===== src/core_defines.svh =====
`ifndef CORE_DEFINES_SVH
`define CORE_DEFINES_SVH

//////////////////////////////
// datapath
//////////////////////////////

`define XLEN 32        // integer data width

`define NUM_REGS 16    // architectural registers, r0 hardwired to zero

//////////////////////////////
// backend sizing
//////////////////////////////

`define ROB_SIZE 8     // power of two

// one quotient bit per iteration
`define DIV_CYCLES 32

`endif


===== src/corePkg.sv =====
`include "core_defines.svh"

package corePkg;

    typedef logic [$clog2(`NUM_REGS)-1:0] RegIdx;

    typedef logic [$clog2(`ROB_SIZE):0] SqN;  // extra wrap bit for full/empty

    typedef enum logic [3:0] {
        OP_ADD,
        OP_SUB,
        OP_AND,
        OP_OR,
        OP_XOR,
        OP_SLL,
        OP_SRL,
        OP_SRA,
        OP_SLT,
        OP_SLTU,
        OP_DIV,
        OP_DIVU,
        OP_REM,
        OP_REMU
    } Opcode;

    typedef enum logic [1:0] {
        IDLE,
        RUN,
        DONE
    } DivState;

    typedef struct packed {
        logic valid;
        Opcode opcode;
        RegIdx dst;
        RegIdx src1;
        RegIdx src2;
        logic useImm;
        logic [11:0] imm;
    } InUOp;

    typedef struct packed {
        logic valid;
        Opcode opcode;
        SqN sqN;
        RegIdx dst;
        logic [`XLEN-1:0] opA;
        logic [`XLEN-1:0] opB;  // register or sign-extended imm
    } IssueUOp;

    typedef struct packed {
        logic valid;
        SqN sqN;
        RegIdx dst;
        logic [`XLEN-1:0] result;
    } ResultUOp;

    typedef struct packed {
        logic divBusy;
        logic wbReserved;
    } PortStatus;

    typedef struct packed {
        SqN sqN;
        RegIdx dst;
        logic [`XLEN-1:0] result;
    } CommitUOp;

endpackage


===== src/intAlu.sv =====
`timescale 1ns/1ps
`include "core_defines.svh"

module intAlu
(
    input corePkg::Opcode opcode,
    input logic [`XLEN-1:0] a,
    input logic [`XLEN-1:0] b,
    output logic [`XLEN-1:0] y
);
    import corePkg::*;

    logic [4:0] shamt;
    logic lessSigned;
    logic lessUnsigned;

    assign shamt = b[4:0];  // low 5 bits only
    assign lessSigned = $signed(a) < $signed(b);
    assign lessUnsigned = a < b;

    always_comb begin
        case (opcode)
            OP_ADD: y = a + b;
            OP_SUB: y = a - b;
            OP_AND: y = a & b;
            OP_OR: y = a | b;
            OP_XOR: y = a ^ b;
            OP_SLL: y = a << shamt;
            OP_SRL: y = a >> shamt;
            OP_SRA: y = $signed(a) >>> shamt;
            OP_SLT: y = {{(`XLEN-1){1'b0}}, lessSigned};
            OP_SLTU: y = {{(`XLEN-1){1'b0}}, lessUnsigned};
            default: y = '0;  // divides go to the divider
        endcase
    end

endmodule


===== src/divider.sv =====
`timescale 1ns/1ps
`include "core_defines.svh"

module divider
(
    input logic clk,
    input logic rstN,
    input logic start,
    input corePkg::Opcode opcode,
    input logic [`XLEN-1:0] a,
    input logic [`XLEN-1:0] b,
    output logic busy,
    output logic finishing,
    output logic done,
    output logic [`XLEN-1:0] y
);
    import corePkg::*;

    typedef logic [$clog2(`DIV_CYCLES)-1:0] DivCnt;

    DivState state;
    DivCnt count;
    logic [`XLEN-1:0] rem;
    logic [`XLEN-1:0] quo;
    logic [`XLEN-1:0] dvsr;
    logic negQ;
    logic negR;
    logic wantRem;

    logic launch;
    logic isSigned;
    logic [`XLEN-1:0] magA;
    logic [`XLEN-1:0] magB;
    logic [2*`XLEN-1:0] firstStep;
    logic [2*`XLEN-1:0] nextStep;

    // one restoring step, returns {rem, quo}
    function automatic logic [2*`XLEN-1:0] divStep(
        input logic [`XLEN-1:0] r,
        input logic [`XLEN-1:0] q,
        input logic [`XLEN-1:0] d
    );
        logic [`XLEN:0] trial;
        logic [`XLEN-1:0] newR;
        trial = {r, q[`XLEN-1]} - {1'b0, d};
        newR = trial[`XLEN] ? {r[`XLEN-2:0], q[`XLEN-1]} : trial[`XLEN-1:0];
        return {newR, q[`XLEN-2:0], !trial[`XLEN]};
    endfunction

    always_comb begin
        launch = start && (state != RUN);
        isSigned = opcode inside {OP_DIV, OP_REM};
        magA = (isSigned && a[`XLEN-1]) ? -a : a;
        magB = (isSigned && b[`XLEN-1]) ? -b : b;
        firstStep = divStep('0, magA, magB);  // first iteration at launch
        nextStep = divStep(rem, quo, dvsr);
    end

    always_ff @(posedge clk) begin
        if (!rstN) begin
            state <= IDLE;
        end else begin
            case (state)
                IDLE: state <= start ? RUN : IDLE;
                RUN: state <= finishing ? DONE : RUN;
                default: state <= start ? RUN : IDLE;  // back to back allowed
            endcase
        end
    end

    always_ff @(posedge clk) begin
        if (launch) begin
            {rem, quo} <= firstStep;
            dvsr <= magB;
            count <= DivCnt'(1);
            negQ <= isSigned && (a[`XLEN-1] ^ b[`XLEN-1]) && (b != '0);  // x/0 stays all ones
            negR <= isSigned && a[`XLEN-1];
            wantRem <= opcode inside {OP_REM, OP_REMU};
        end else if (state == RUN) begin
            {rem, quo} <= nextStep;
            count <= count + 1'b1;
        end
    end

    assign busy = (state == RUN);
    assign finishing = busy && (count == DivCnt'(`DIV_CYCLES - 1));
    assign done = (state == DONE);
    assign y = wantRem ? (negR ? -rem : rem) : (negQ ? -quo : quo);

endmodule


===== src/execPort.sv =====
`timescale 1ns/1ps
`include "core_defines.svh"

module execPort
(
    input logic clk,
    input logic rstN,
    input corePkg::IssueUOp issueUOp,
    output corePkg::PortStatus portStatus,
    output corePkg::ResultUOp result
);
    import corePkg::*;

    logic isDiv;
    logic divStart;
    logic divBusy;
    logic divFinishing;
    logic divDone;
    logic [`XLEN-1:0] aluY;
    logic [`XLEN-1:0] divY;
    SqN divSqN;  // tags of the division in flight
    RegIdx divDst;

    assign isDiv = issueUOp.opcode inside {OP_DIV, OP_DIVU, OP_REM, OP_REMU};
    assign divStart = issueUOp.valid && isDiv;

    intAlu alu_i
    (
        .opcode(issueUOp.opcode),
        .a(issueUOp.opA),
        .b(issueUOp.opB),
        .y(aluY)
    );

    divider div_i
    (
        .clk(clk),
        .rstN(rstN),
        .start(divStart),
        .opcode(issueUOp.opcode),
        .a(issueUOp.opA),
        .b(issueUOp.opB),
        .busy(divBusy),
        .finishing(divFinishing),
        .done(divDone),
        .y(divY)
    );

    assign portStatus.divBusy = divBusy || divStart;
    assign portStatus.wbReserved = divFinishing;  // divider owns next writeback

    always_ff @(posedge clk) begin
        if (divStart) begin
            divSqN <= issueUOp.sqN;
            divDst <= issueUOp.dst;
        end
    end

    //////////////////////////////
    // writeback select
    //////////////////////////////

    always_ff @(posedge clk) begin
        if (!rstN) begin
            result.valid <= 1'b0;
        end else begin
            result.valid <= divDone || (issueUOp.valid && !isDiv);
            if (divDone) begin
                result.sqN <= divSqN;
                result.dst <= divDst;
                result.result <= divY;
            end else begin
                result.sqN <= issueUOp.sqN;
                result.dst <= issueUOp.dst;
                result.result <= aluY;
            end
        end
    end

endmodule


===== src/dispatchStage.sv =====
`timescale 1ns/1ps
`include "core_defines.svh"

module dispatchStage
(
    input logic clk,
    input logic rstN,

    input corePkg::InUOp inUOp,
    output logic inStall,

    input corePkg::PortStatus portStatus,
    input logic robFull,

    input logic retireValid,
    input corePkg::CommitUOp retireUOp,

    output corePkg::IssueUOp issueUOp
);
    import corePkg::*;

    logic [`XLEN-1:0] regFile [`NUM_REGS];
    logic [`NUM_REGS-1:0] pending;  // scoreboard, one bit per register
    SqN nextSqN;

    logic isDiv;
    logic srcPending;
    logic portBlocked;
    logic accept;
    logic [`XLEN-1:0] immExt;

    //////////////////////////////
    // issue decision
    //////////////////////////////

    always_comb begin
        isDiv = inUOp.opcode inside {OP_DIV, OP_DIVU, OP_REM, OP_REMU};
        srcPending = pending[inUOp.src1] || (!inUOp.useImm && pending[inUOp.src2]);
        portBlocked = isDiv ? portStatus.divBusy : portStatus.wbReserved;
        inStall = robFull || srcPending || pending[inUOp.dst] || portBlocked;
        accept = inUOp.valid && !inStall;
        immExt = {{(`XLEN-12){inUOp.imm[11]}}, inUOp.imm};
    end

    //////////////////////////////
    // register file and scoreboard
    //////////////////////////////

    always_ff @(posedge clk) begin
        if (!rstN) begin
            for (int i = 0; i < `NUM_REGS; i++) begin
                regFile[i] <= '0;
            end
        end else if (retireValid && retireUOp.dst != '0) begin
            regFile[retireUOp.dst] <= retireUOp.result;  // r0 never written
        end
    end

    always_ff @(posedge clk) begin
        if (!rstN) begin
            pending <= '0;
            nextSqN <= '0;
        end else begin
            if (retireValid) begin
                pending[retireUOp.dst] <= 1'b0;
            end
            if (accept) begin
                if (inUOp.dst != '0) begin
                    pending[inUOp.dst] <= 1'b1;
                end
                nextSqN <= nextSqN + 1'b1;
            end
        end
    end

    //////////////////////////////
    // issue register
    //////////////////////////////

    always_ff @(posedge clk) begin
        if (!rstN) begin
            issueUOp.valid <= 1'b0;
        end else begin
            issueUOp.valid <= accept;
            if (accept) begin
                issueUOp.opcode <= inUOp.opcode;
                issueUOp.sqN <= nextSqN;
                issueUOp.dst <= inUOp.dst;
                issueUOp.opA <= regFile[inUOp.src1];
                issueUOp.opB <= inUOp.useImm ? immExt : regFile[inUOp.src2];
            end
        end
    end

endmodule


===== src/reorderBuffer.sv =====
`timescale 1ns/1ps
`include "core_defines.svh"

module reorderBuffer
(
    input logic clk,
    input logic rstN,

    input corePkg::IssueUOp issueUOp,
    input corePkg::ResultUOp result,
    output logic robFull,

    output logic retireValid,
    output corePkg::CommitUOp retireUOp,

    output logic commitValid,
    output corePkg::CommitUOp commitUOp,
    input logic commitStall
);
    import corePkg::*;

    typedef logic [$clog2(`ROB_SIZE)-1:0] RobIdx;

    logic [`ROB_SIZE-1:0] complete;
    RegIdx entryDst [`ROB_SIZE];
    logic [`XLEN-1:0] entryRes [`ROB_SIZE];
    SqN head;  // oldest unretired
    SqN tail;

    SqN used;
    RobIdx headIdx;
    RobIdx issueIdx;
    RobIdx resultIdx;
    logic canRetire;

    always_comb begin
        used = tail - head;
        // count the op sitting in the issue register as well
        robFull = (used == SqN'(`ROB_SIZE))
            || (issueUOp.valid && used == SqN'(`ROB_SIZE - 1));
        headIdx = head[$bits(RobIdx)-1:0];
        issueIdx = issueUOp.sqN[$bits(RobIdx)-1:0];
        resultIdx = result.sqN[$bits(RobIdx)-1:0];
        canRetire = (head != tail) && complete[headIdx] && (!commitValid || !commitStall);
        retireValid = canRetire;
        retireUOp.sqN = head;
        retireUOp.dst = entryDst[headIdx];
        retireUOp.result = entryRes[headIdx];
    end

    //////////////////////////////
    // entry payload
    //////////////////////////////

    always_ff @(posedge clk) begin
        if (issueUOp.valid) begin
            entryDst[issueIdx] <= issueUOp.dst;
        end
        if (result.valid) begin
            entryRes[resultIdx] <= result.result;
        end
    end

    //////////////////////////////
    // pointers and commit register
    //////////////////////////////

    always_ff @(posedge clk) begin
        if (!rstN) begin
            head <= '0;
            tail <= '0;
            complete <= '0;
            commitValid <= 1'b0;
        end else begin
            if (issueUOp.valid) begin
                tail <= tail + 1'b1;
                complete[issueIdx] <= 1'b0;
            end
            if (result.valid) begin
                complete[resultIdx] <= 1'b1;
            end
            if (canRetire) begin
                complete[headIdx] <= 1'b0;
                head <= head + 1'b1;
                commitValid <= 1'b1;
                commitUOp <= retireUOp;
            end else if (!commitStall) begin
                commitValid <= 1'b0;  // taken, nothing new
            end
        end
    end

endmodule


===== src/miniCore.sv =====
`timescale 1ns/1ps

module miniCore
(
    input logic clk,
    input logic rstN,

    input corePkg::InUOp inUOp,
    output logic inStall,

    output logic commitValid,
    output corePkg::CommitUOp commitUOp,
    input logic commitStall
);
    import corePkg::*;

    IssueUOp issueUOp;
    PortStatus portStatus;
    ResultUOp result;
    CommitUOp retireUOp;
    logic robFull;
    logic retireValid;

    dispatchStage dispatch_i
    (
        .clk(clk),
        .rstN(rstN),
        .inUOp(inUOp),
        .inStall(inStall),
        .portStatus(portStatus),
        .robFull(robFull),
        .retireValid(retireValid),
        .retireUOp(retireUOp),
        .issueUOp(issueUOp)
    );

    execPort exec_i
    (
        .clk(clk),
        .rstN(rstN),
        .issueUOp(issueUOp),
        .portStatus(portStatus),
        .result(result)
    );

    reorderBuffer rob_i
    (
        .clk(clk),
        .rstN(rstN),
        .issueUOp(issueUOp),
        .result(result),
        .robFull(robFull),
        .retireValid(retireValid),
        .retireUOp(retireUOp),
        .commitValid(commitValid),
        .commitUOp(commitUOp),
        .commitStall(commitStall)
    );

endmodule


===== config.mk =====
export PLATFORM = sky130hd
export DESIGN_NAME = miniCore
export DESIGN_NICKNAME = d
export VERILOG_FILES = /design/src/corePkg.sv /design/src/intAlu.sv /design/src/divider.sv /design/src/execPort.sv /design/src/dispatchStage.sv /design/src/reorderBuffer.sv /design/src/miniCore.sv
export VERILOG_INCLUDE_DIRS = /design/src
export SDC_FILE = /design/constraint.sdc
export NUM_CORES = 2
export LEC_CHECK = 0
export BUFFER_PORTS_ARGS = -buffer_cell sky130_fd_sc_hd__buf_2
export CAP_MARGIN = 20
export CORE_ASPECT_RATIO = 1.25
export CORE_MARGIN = 2
export CORE_UTILIZATION = 61
export CTS_CLUSTER_DIAMETER = 30
export DETAILED_ROUTE_END_ITERATION = 6
export PLACE_DENSITY = 0.86
export SLEW_MARGIN = 20
export SYNTH_ARGS = -nofsm -noshare
export SYNTH_HDL_FRONTEND = slang
export SYNTH_SLANG_ARGS = --single-unit

===== constraint.sdc =====
create_clock -name clk -period 7.5 [get_ports clk]
set_input_delay 2.25 -clock clk [delete_from_list [all_inputs] [get_ports clk]]
set_output_delay 2.25 -clock clk [all_outputs]
set_load 0.01 [all_outputs]

Word level (Yosys, flattened, before mapping)

Memory sizes are Yosys's and may differ from the RTL's. A register that Yosys moved wholly into a read port is not among the register bits.
Cells that the tools add are included.

Memories: 3
Output and inout bits: 42
Logic and storage cells: 205
Memory bits (writable): 800
Input port bits: 33
Bits in registers: 270

Reduce and logical (&&, ||, !) cells: 46
Shifts and indexed selects: 3
Bitwise gates (word level): 12
Muxes and demuxes: 62
Eq/ne operators: 25
$add $sub $neg: 13
$lt $le $gt $ge: 14

Memories:

| memory             | depth | bits a word | read ports | clocked after Yosys merged registers in | wr ports | RTL line            | source |
|---|---|---|---|---|---|---|---|
| dispatch_i.regFile | 16    | 32          | 2          | 1                                       | 16       | dispatchStage.sv:22 | `` logic [`XLEN-1:0] regFile [`NUM_REGS]; `` |
| rob_i.entryRes     | 8     | 32          | 1          | 1                                       | 1        | reorderBuffer.sv:26 | `` logic [`XLEN-1:0] entryRes [`ROB_SIZE]; `` |
| rob_i.entryDst     | 8     | 4           | 1          | 1                                       | 1        | reorderBuffer.sv:25 | `` RegIdx entryDst [`ROB_SIZE]; `` |

Operators by type and width:

| operator             | number |
|---|---|
| $mux W32             | 13 |
| $pmux W32 S10        | 1 |
| $neg A32 Y32         | 4 |
| $lt A32 B32 Y1       | 2 |
| $mux W16             | 4 |
| $eq A4 B4 Y1 const B | 11 |
| $mux W8              | 5 |
| $mux W39             | 1 |
| $sub A1 B32 Y33      | 1 |
| $sub A33 B32 Y33     | 1 |
| $add A32 B32 Y32     | 1 |
| $and A32 B32 Y32     | 1 |
| $or A32 B32 Y32      | 1 |
| $reduce_bool A32 Y1  | 1 |
| $reduce_or A32 Y1    | 1 |
| $shl A32 B5 Y32      | 1 |
| $shr A32 B5 Y32      | 1 |
| $sshr A32 B5 Y32     | 1 |
| $sub A32 B32 Y32     | 1 |
| $xor A32 B32 Y32     | 1 |
| $mux W1              | 22 |
| $eq A4 B3 Y1 const B | 5 |
| $lt A4 B5 Y1 const B | 4 |
| $logic_and A1 B1 Y1  | 19 |
| other kinds (33)     | 72 |

Longest topological paths before layout

Word-level depth: 13
Mapped depth: 16
Gate-level depth less buffers: 15

Hierarchy

A second synthesis with hierarchy kept.

Cells, all modules: 4799
Area, all modules: 63388.3 um^2

Modules (own cells, without submodules):

| module        | cells an instance | area each (um^2) | times used | seq. area each (um^2) |
|---|---|---|---|---|
| dispatchStage | 1777              | 30372.9          | 1          | 18077.3 |
| reorderBuffer | 590               | 13103.8          | 1          | 10249.8 |
| divider       | 1100              | 9439.1           | 1          | 3113.0 |
| intAlu        | 1231              | 8280.4           | 1          | 0.0 |
| execPort      | 101               | 2192.1           | 1          | 1461.4 |

Worst setup path after synthesis

OpenSTA, ideal clock, no wires.

Path kind: in2reg
From: input inUOp[17] in the netlist's numbering
To: register dispatch_i.pending[13]
Required time: 7439 ps
Stages: 10
Slack: 1195 ps
Data arrival time: 6245 ps
Library setup time: 61 ps
Buffers on the path: 1
Path through: clkbuf_1 mux4_2 mux4_2 nor2_1 o2111ai_1 nor2_1 nand2_1 inv_1 and3_1 a32o_1

Longest elaborated chain between the ends: 9

Ends and longest elaborated chain:

| what                             | RTL line            | source |
|---|---|---|
| start, declared                  | miniCore.sv:8       | `input corePkg::InUOp inUOp,` |
| $bmux W1 S4                      | dispatchStage.sv:38 | `srcPending = pending[inUOp.src1] \|\| (!inUOp.useImm && pending[inUOp.src2]);` |
| $mux W1 (not written as such)    | dispatchStage.sv:38 |  |
| $logic_or A1 B1 Y1               | dispatchStage.sv:38 |  |
| $logic_or A1 B1 Y1 (3 in series) | dispatchStage.sv:40 | `inStall = robFull \|\| srcPending \|\| pending[inUOp.dst] \|\| portBlocked;` |
| named net inStall                | miniCore.sv:9       | `output logic inStall,` |
| $logic_not A1 Y1                 | dispatchStage.sv:41 | `accept = inUOp.valid && !inStall;` |
| $logic_and A1 B1 Y1              | dispatchStage.sv:41 |  |
| $mux W16                         | dispatchStage.sv:67 | `if (accept) begin` |
| end signal, assigned             | dispatchStage.sv:61 | `pending <= '0;` |
| end signal, assigned by index    | dispatchStage.sv:65 | `pending[retireUOp.dst] <= 1'b0;` |
| end signal, assigned by index    | dispatchStage.sv:69 | `pending[inUOp.dst] <= 1'b1;` |
| end, declared                    | dispatchStage.sv:23 | `` logic [`NUM_REGS-1:0] pending; `` |

The timed path passes the listed nets, and every way through them passes these cells. The select of a mux whose other input is x is not followed.
A chain may end at the register's enable or synchronous reset.

Worst setup path after layout

From: input inUOp[21] in the netlist's numbering
To: output inStall

Longest elaborated chain between the ends: 4

Ends and longest elaborated chain:

| what                             | RTL line |
|---|---|
| $bmux W1 S4                      | dispatchStage.sv:40 |
| $mux W1 (not written as such)    | dispatchStage.sv:40 |
| $logic_or A1 B1 Y1 (2 in series) | dispatchStage.sv:40 |
| end, declared                    | miniCore.sv:9 |

No other way between the ends. The select of a mux whose other input is x is not followed.

==> reports/metrics.csv <==
stage,metric,value,unit
placement,pre-CTS setup slack,1350,ps
cts,Clock Sinks,1100,
global_routing,total gr overflow,0,
setup_path,Crit. End Element,primary output,
setup_path,Worst Setup Start Kind,input port,
layout,fraction of layout cells with a size suffix above 1,22.2,%
layout,area grow syn2layout,12.8,%
synthesis,register area share after synthesis,53.1,%
global_routing,Tot GR Track Use,43.7,%
placement,Buffers on Ports,74,
floorplan,# rows,130,
synthesis,Synth area leader,edfxtp_1,
global_routing,number of global-route vias before repair,47600,
setup_path,CP peak stage delay,520,ps
sta,Setup Skew,61.1,ps
cts,hold buffer count at CTS,0,
cts,Clock Tree Root,clkbuf_16,
setup_path,"Largest delay share family, worst path",multiplexers,
run,Max-Cap Viols,0,
cts,clk slew on worst S/H paths,60,ps
synthesis,Synth Warn #,0,
synthesis,Post-Syn Area,0.0614,mm2
power,Leakage,25.0,nW
drt,via/cell ratio,7.47,
floorplan,Die X,288,um
placement,DPL Wire Length,139000,um
synthesis,most common flop cell mapped by yosys,edfxtp_1,
drt,DR vias,47200,
sta,Least-Margin Pin Slew,1210,ps
power,PD cells,250,mW/mm2
cts,Post-CTS Setup Bufs,0,
cts,Num CTS Buffers,163,
placement,Placer Congestion,1.08,
synthesis,Seq cells post-synth,1100,
floorplan,Die Height,359,um
cts,CTS H-tree lvls,4,
drt,Detailed Route Iter0 Violations,7713,
cts,worst skew pair latency,830,ps
layout,Filler Cell Count,6297,
global_routing,antenna violations before repair,10,
sta,setup_tns,0,ps
hold_path,Hold Crit Class,flop to flop,
synthesis,synth top area cells,"edfxtp_1 (51%), mux4_2 (16%), nor2_1 (4.6%), ha_1 (2.9%), o21ai_0 (2.1%)",
setup_path,crit path DAT,3910,ps
sta,RSZ-0062 raised after global routing,no,
drt,Routed Antenna Nets,0,
power,Peak supply drop,0.000357,V
sta,f_max,0.162,GHz
sta,worst setup margin,1340,ps
setup_path,WP buf/inv,2,
layout,most frequent cells in the layout,"edfxtp_1 (1052), nor2_1 (751), mux4_2 (449), nand2_1 (261), o21ai_0 (256)",
synthesis,"EDFF count, synth",1052,
sta,Hold Fails Final Rpt,0,
synthesis,Syn Area/Cell,12.8,um2
setup_path,Worst Path Required,5250,ps
sta,min Tclk post-route,6160,ps
sta,"Slew Viols, Final",0,
drt,DRC,0,
sta,period utilisation layout,82.1,%
synthesis,Mapped Cells,4793,
sta,max_slew headroom,17.7,%
synthesis,ys async rst share,0,%
drt,DRT Wirelength,223000,um
outcome,status,"finished, final reports clean",
cts,Clock Path Buffers,3,
setup_path,crit-path max FO,9,
setup_path,slowest CP cell,mux4_2,
global_routing,largest net degree at the start of global routing,74,
cts,cts repair resizes,0,
layout,Layout Nets,5024,
floorplan,die area,0.103,mm2
setup_path,worst-path cell chain,buf_2 -> mux4_2 -> mux4_2 -> nor2_1 -> o2111ai_1 -> buf_2,
global_routing,first-pass GRT wire length,322000,um
setup_path,Crit Path Class,input port to primary output,
drt,router iterations before antenna repair,7,
synthesis,Synth top area share,51.5,%
drt,WL per Instance,35.3,um
floorplan,total core area,0.100,mm2
floorplan,initial core utilization,61.3,%
cts,CTS tree,built,
synthesis,synth unique cells,98,
layout,"most common cell after layout, fill and taps aside",edfxtp_1,
floorplan,I/O pins,75,
sta,Setup-failing EPs final,0,
## Yosys cell counts (all sizes together), types with 22 or more instances
cell,count
xor2,42
clkbuf,270
nor4,24
edfxtp,1052
a21oi,163
a211oi,31
dfxtp,48
o22ai,22
nor3,77
nand2,276
mux4,452
a31oi,42
mux2,38
nor2b,29
a21o,23
o21ai,270
ha,143
buf,82
inv,217
o31ai,39
nand3,47
nand2b,26
mux2i,116
or3,25
nor2,759
xnor2,140
o211ai,35
## worst reg2reg max path, delay by kind of cell, from the launching register on
family | cells | cell delay, ps
flops | 1 | 820
buf+inv | 2 | 460
simple gates | 3 | 560
fa+ha+maj | 2 | 640
mux | 1 | 120
compound gates | 5 | 2190
## flip-flops by register name, summed over array words and instances (netlist names), 5 cells and up, named ones only
register and count:
exec_i.div_i.quo 32, exec_i.result 36, dispatch_i.issueUOp 76, rob_i.commitUOp 40, rob_i.entryRes 256, dispatch_i.regFile 512, rob_i.entryDst 32, exec_i.div_i.count 5
exec_i.div_i.dvsr 32, rob_i.complete 8, dispatch_i.pending 16, exec_i.div_i.rem 32
## power breakdown
part	leakage [nW]	internal, mW	switching (mW)
clock	2.75	4.71	3.22
combinational	11.6	0.785	1.29
sequential	10.6	6.99	0.283
## logic make-up (layout without fill, tap and decap cells)
family	after synthesis	after routing	synth area share, %
AND/OR/NAND/NOR	1355	1355	9.67
flip-flops	1100	1100	53.1
other	1	35	0.00611
buffers and inverters	574	736	3.62
multiplexers	606	606	19.2
AO/OA/AOI/OAI	828	828	8.80
adder cells (fa/ha/maj)	147	147	3.05
XOR/XNOR	182	182	2.60
## final timing paths
| kind | cells after the start | from | slack [ps] | end |
|---|---|---|---|---|
| max | 6 | inUOp[21] | 1340 | inStall |
| min reg2reg | 0 | dispatch_i.nextSqN[2] | 470 | dispatch_i.issueUOp[70] |
| min | 0 | dispatch_i.nextSqN[2] | 470 | dispatch_i.issueUOp[70] |
| max reg2reg | 13 | dispatch_i.issueUOp[32] | 2440 | exec_i.result[26] |
## per-stage QoR
stage	cell area, um2	util (%)	hold slack, ps	total power [mW]	instances
global placement	63300	63.3	438	9.25	5995
detailed placement	63400	63.4	445	9.31	5998
finish	69200	69.2	469	17.3	6309
floorplan	61500	-	403	8.60	4824
global route	69200	69.2	482	17.6	6307
CTS	69200	69.1	463	17.1	6305
## layer usage
layer / GRT usage (%) / up-vias / wire (um)
met3: 13.1 / 1394 / 30100
met5: 0 / - / 81
met2: 68.9 / 4463 / 103000
met4: 33.1 / 12 / 21300
li1: - / 18400 / -
met1: 50.7 / 22800 / 68000
## area by class of cell
| type | instances | area, um2 | share of cell area [%] |
|---|---|---|---|
| Antenna cell | 3 | 7.51 | 0.0108 |
| Clock buffer | 167 | 4140 | 5.98 |
| Clock inverter | 140 | 1570 | 2.27 |
| Inverter | 222 | 836 | 1.21 |
| Multi-Input combinational cell | 3150 | 27000 | 39.0 |
| Sequential cell | 1100 | 32600 | 47.0 |
| Tap cell | 1320 | 1650 | 2.39 |
| Timing Repair Buffer | 207 | 1460 | 2.11 |
(Power assumes the default switching activity.)
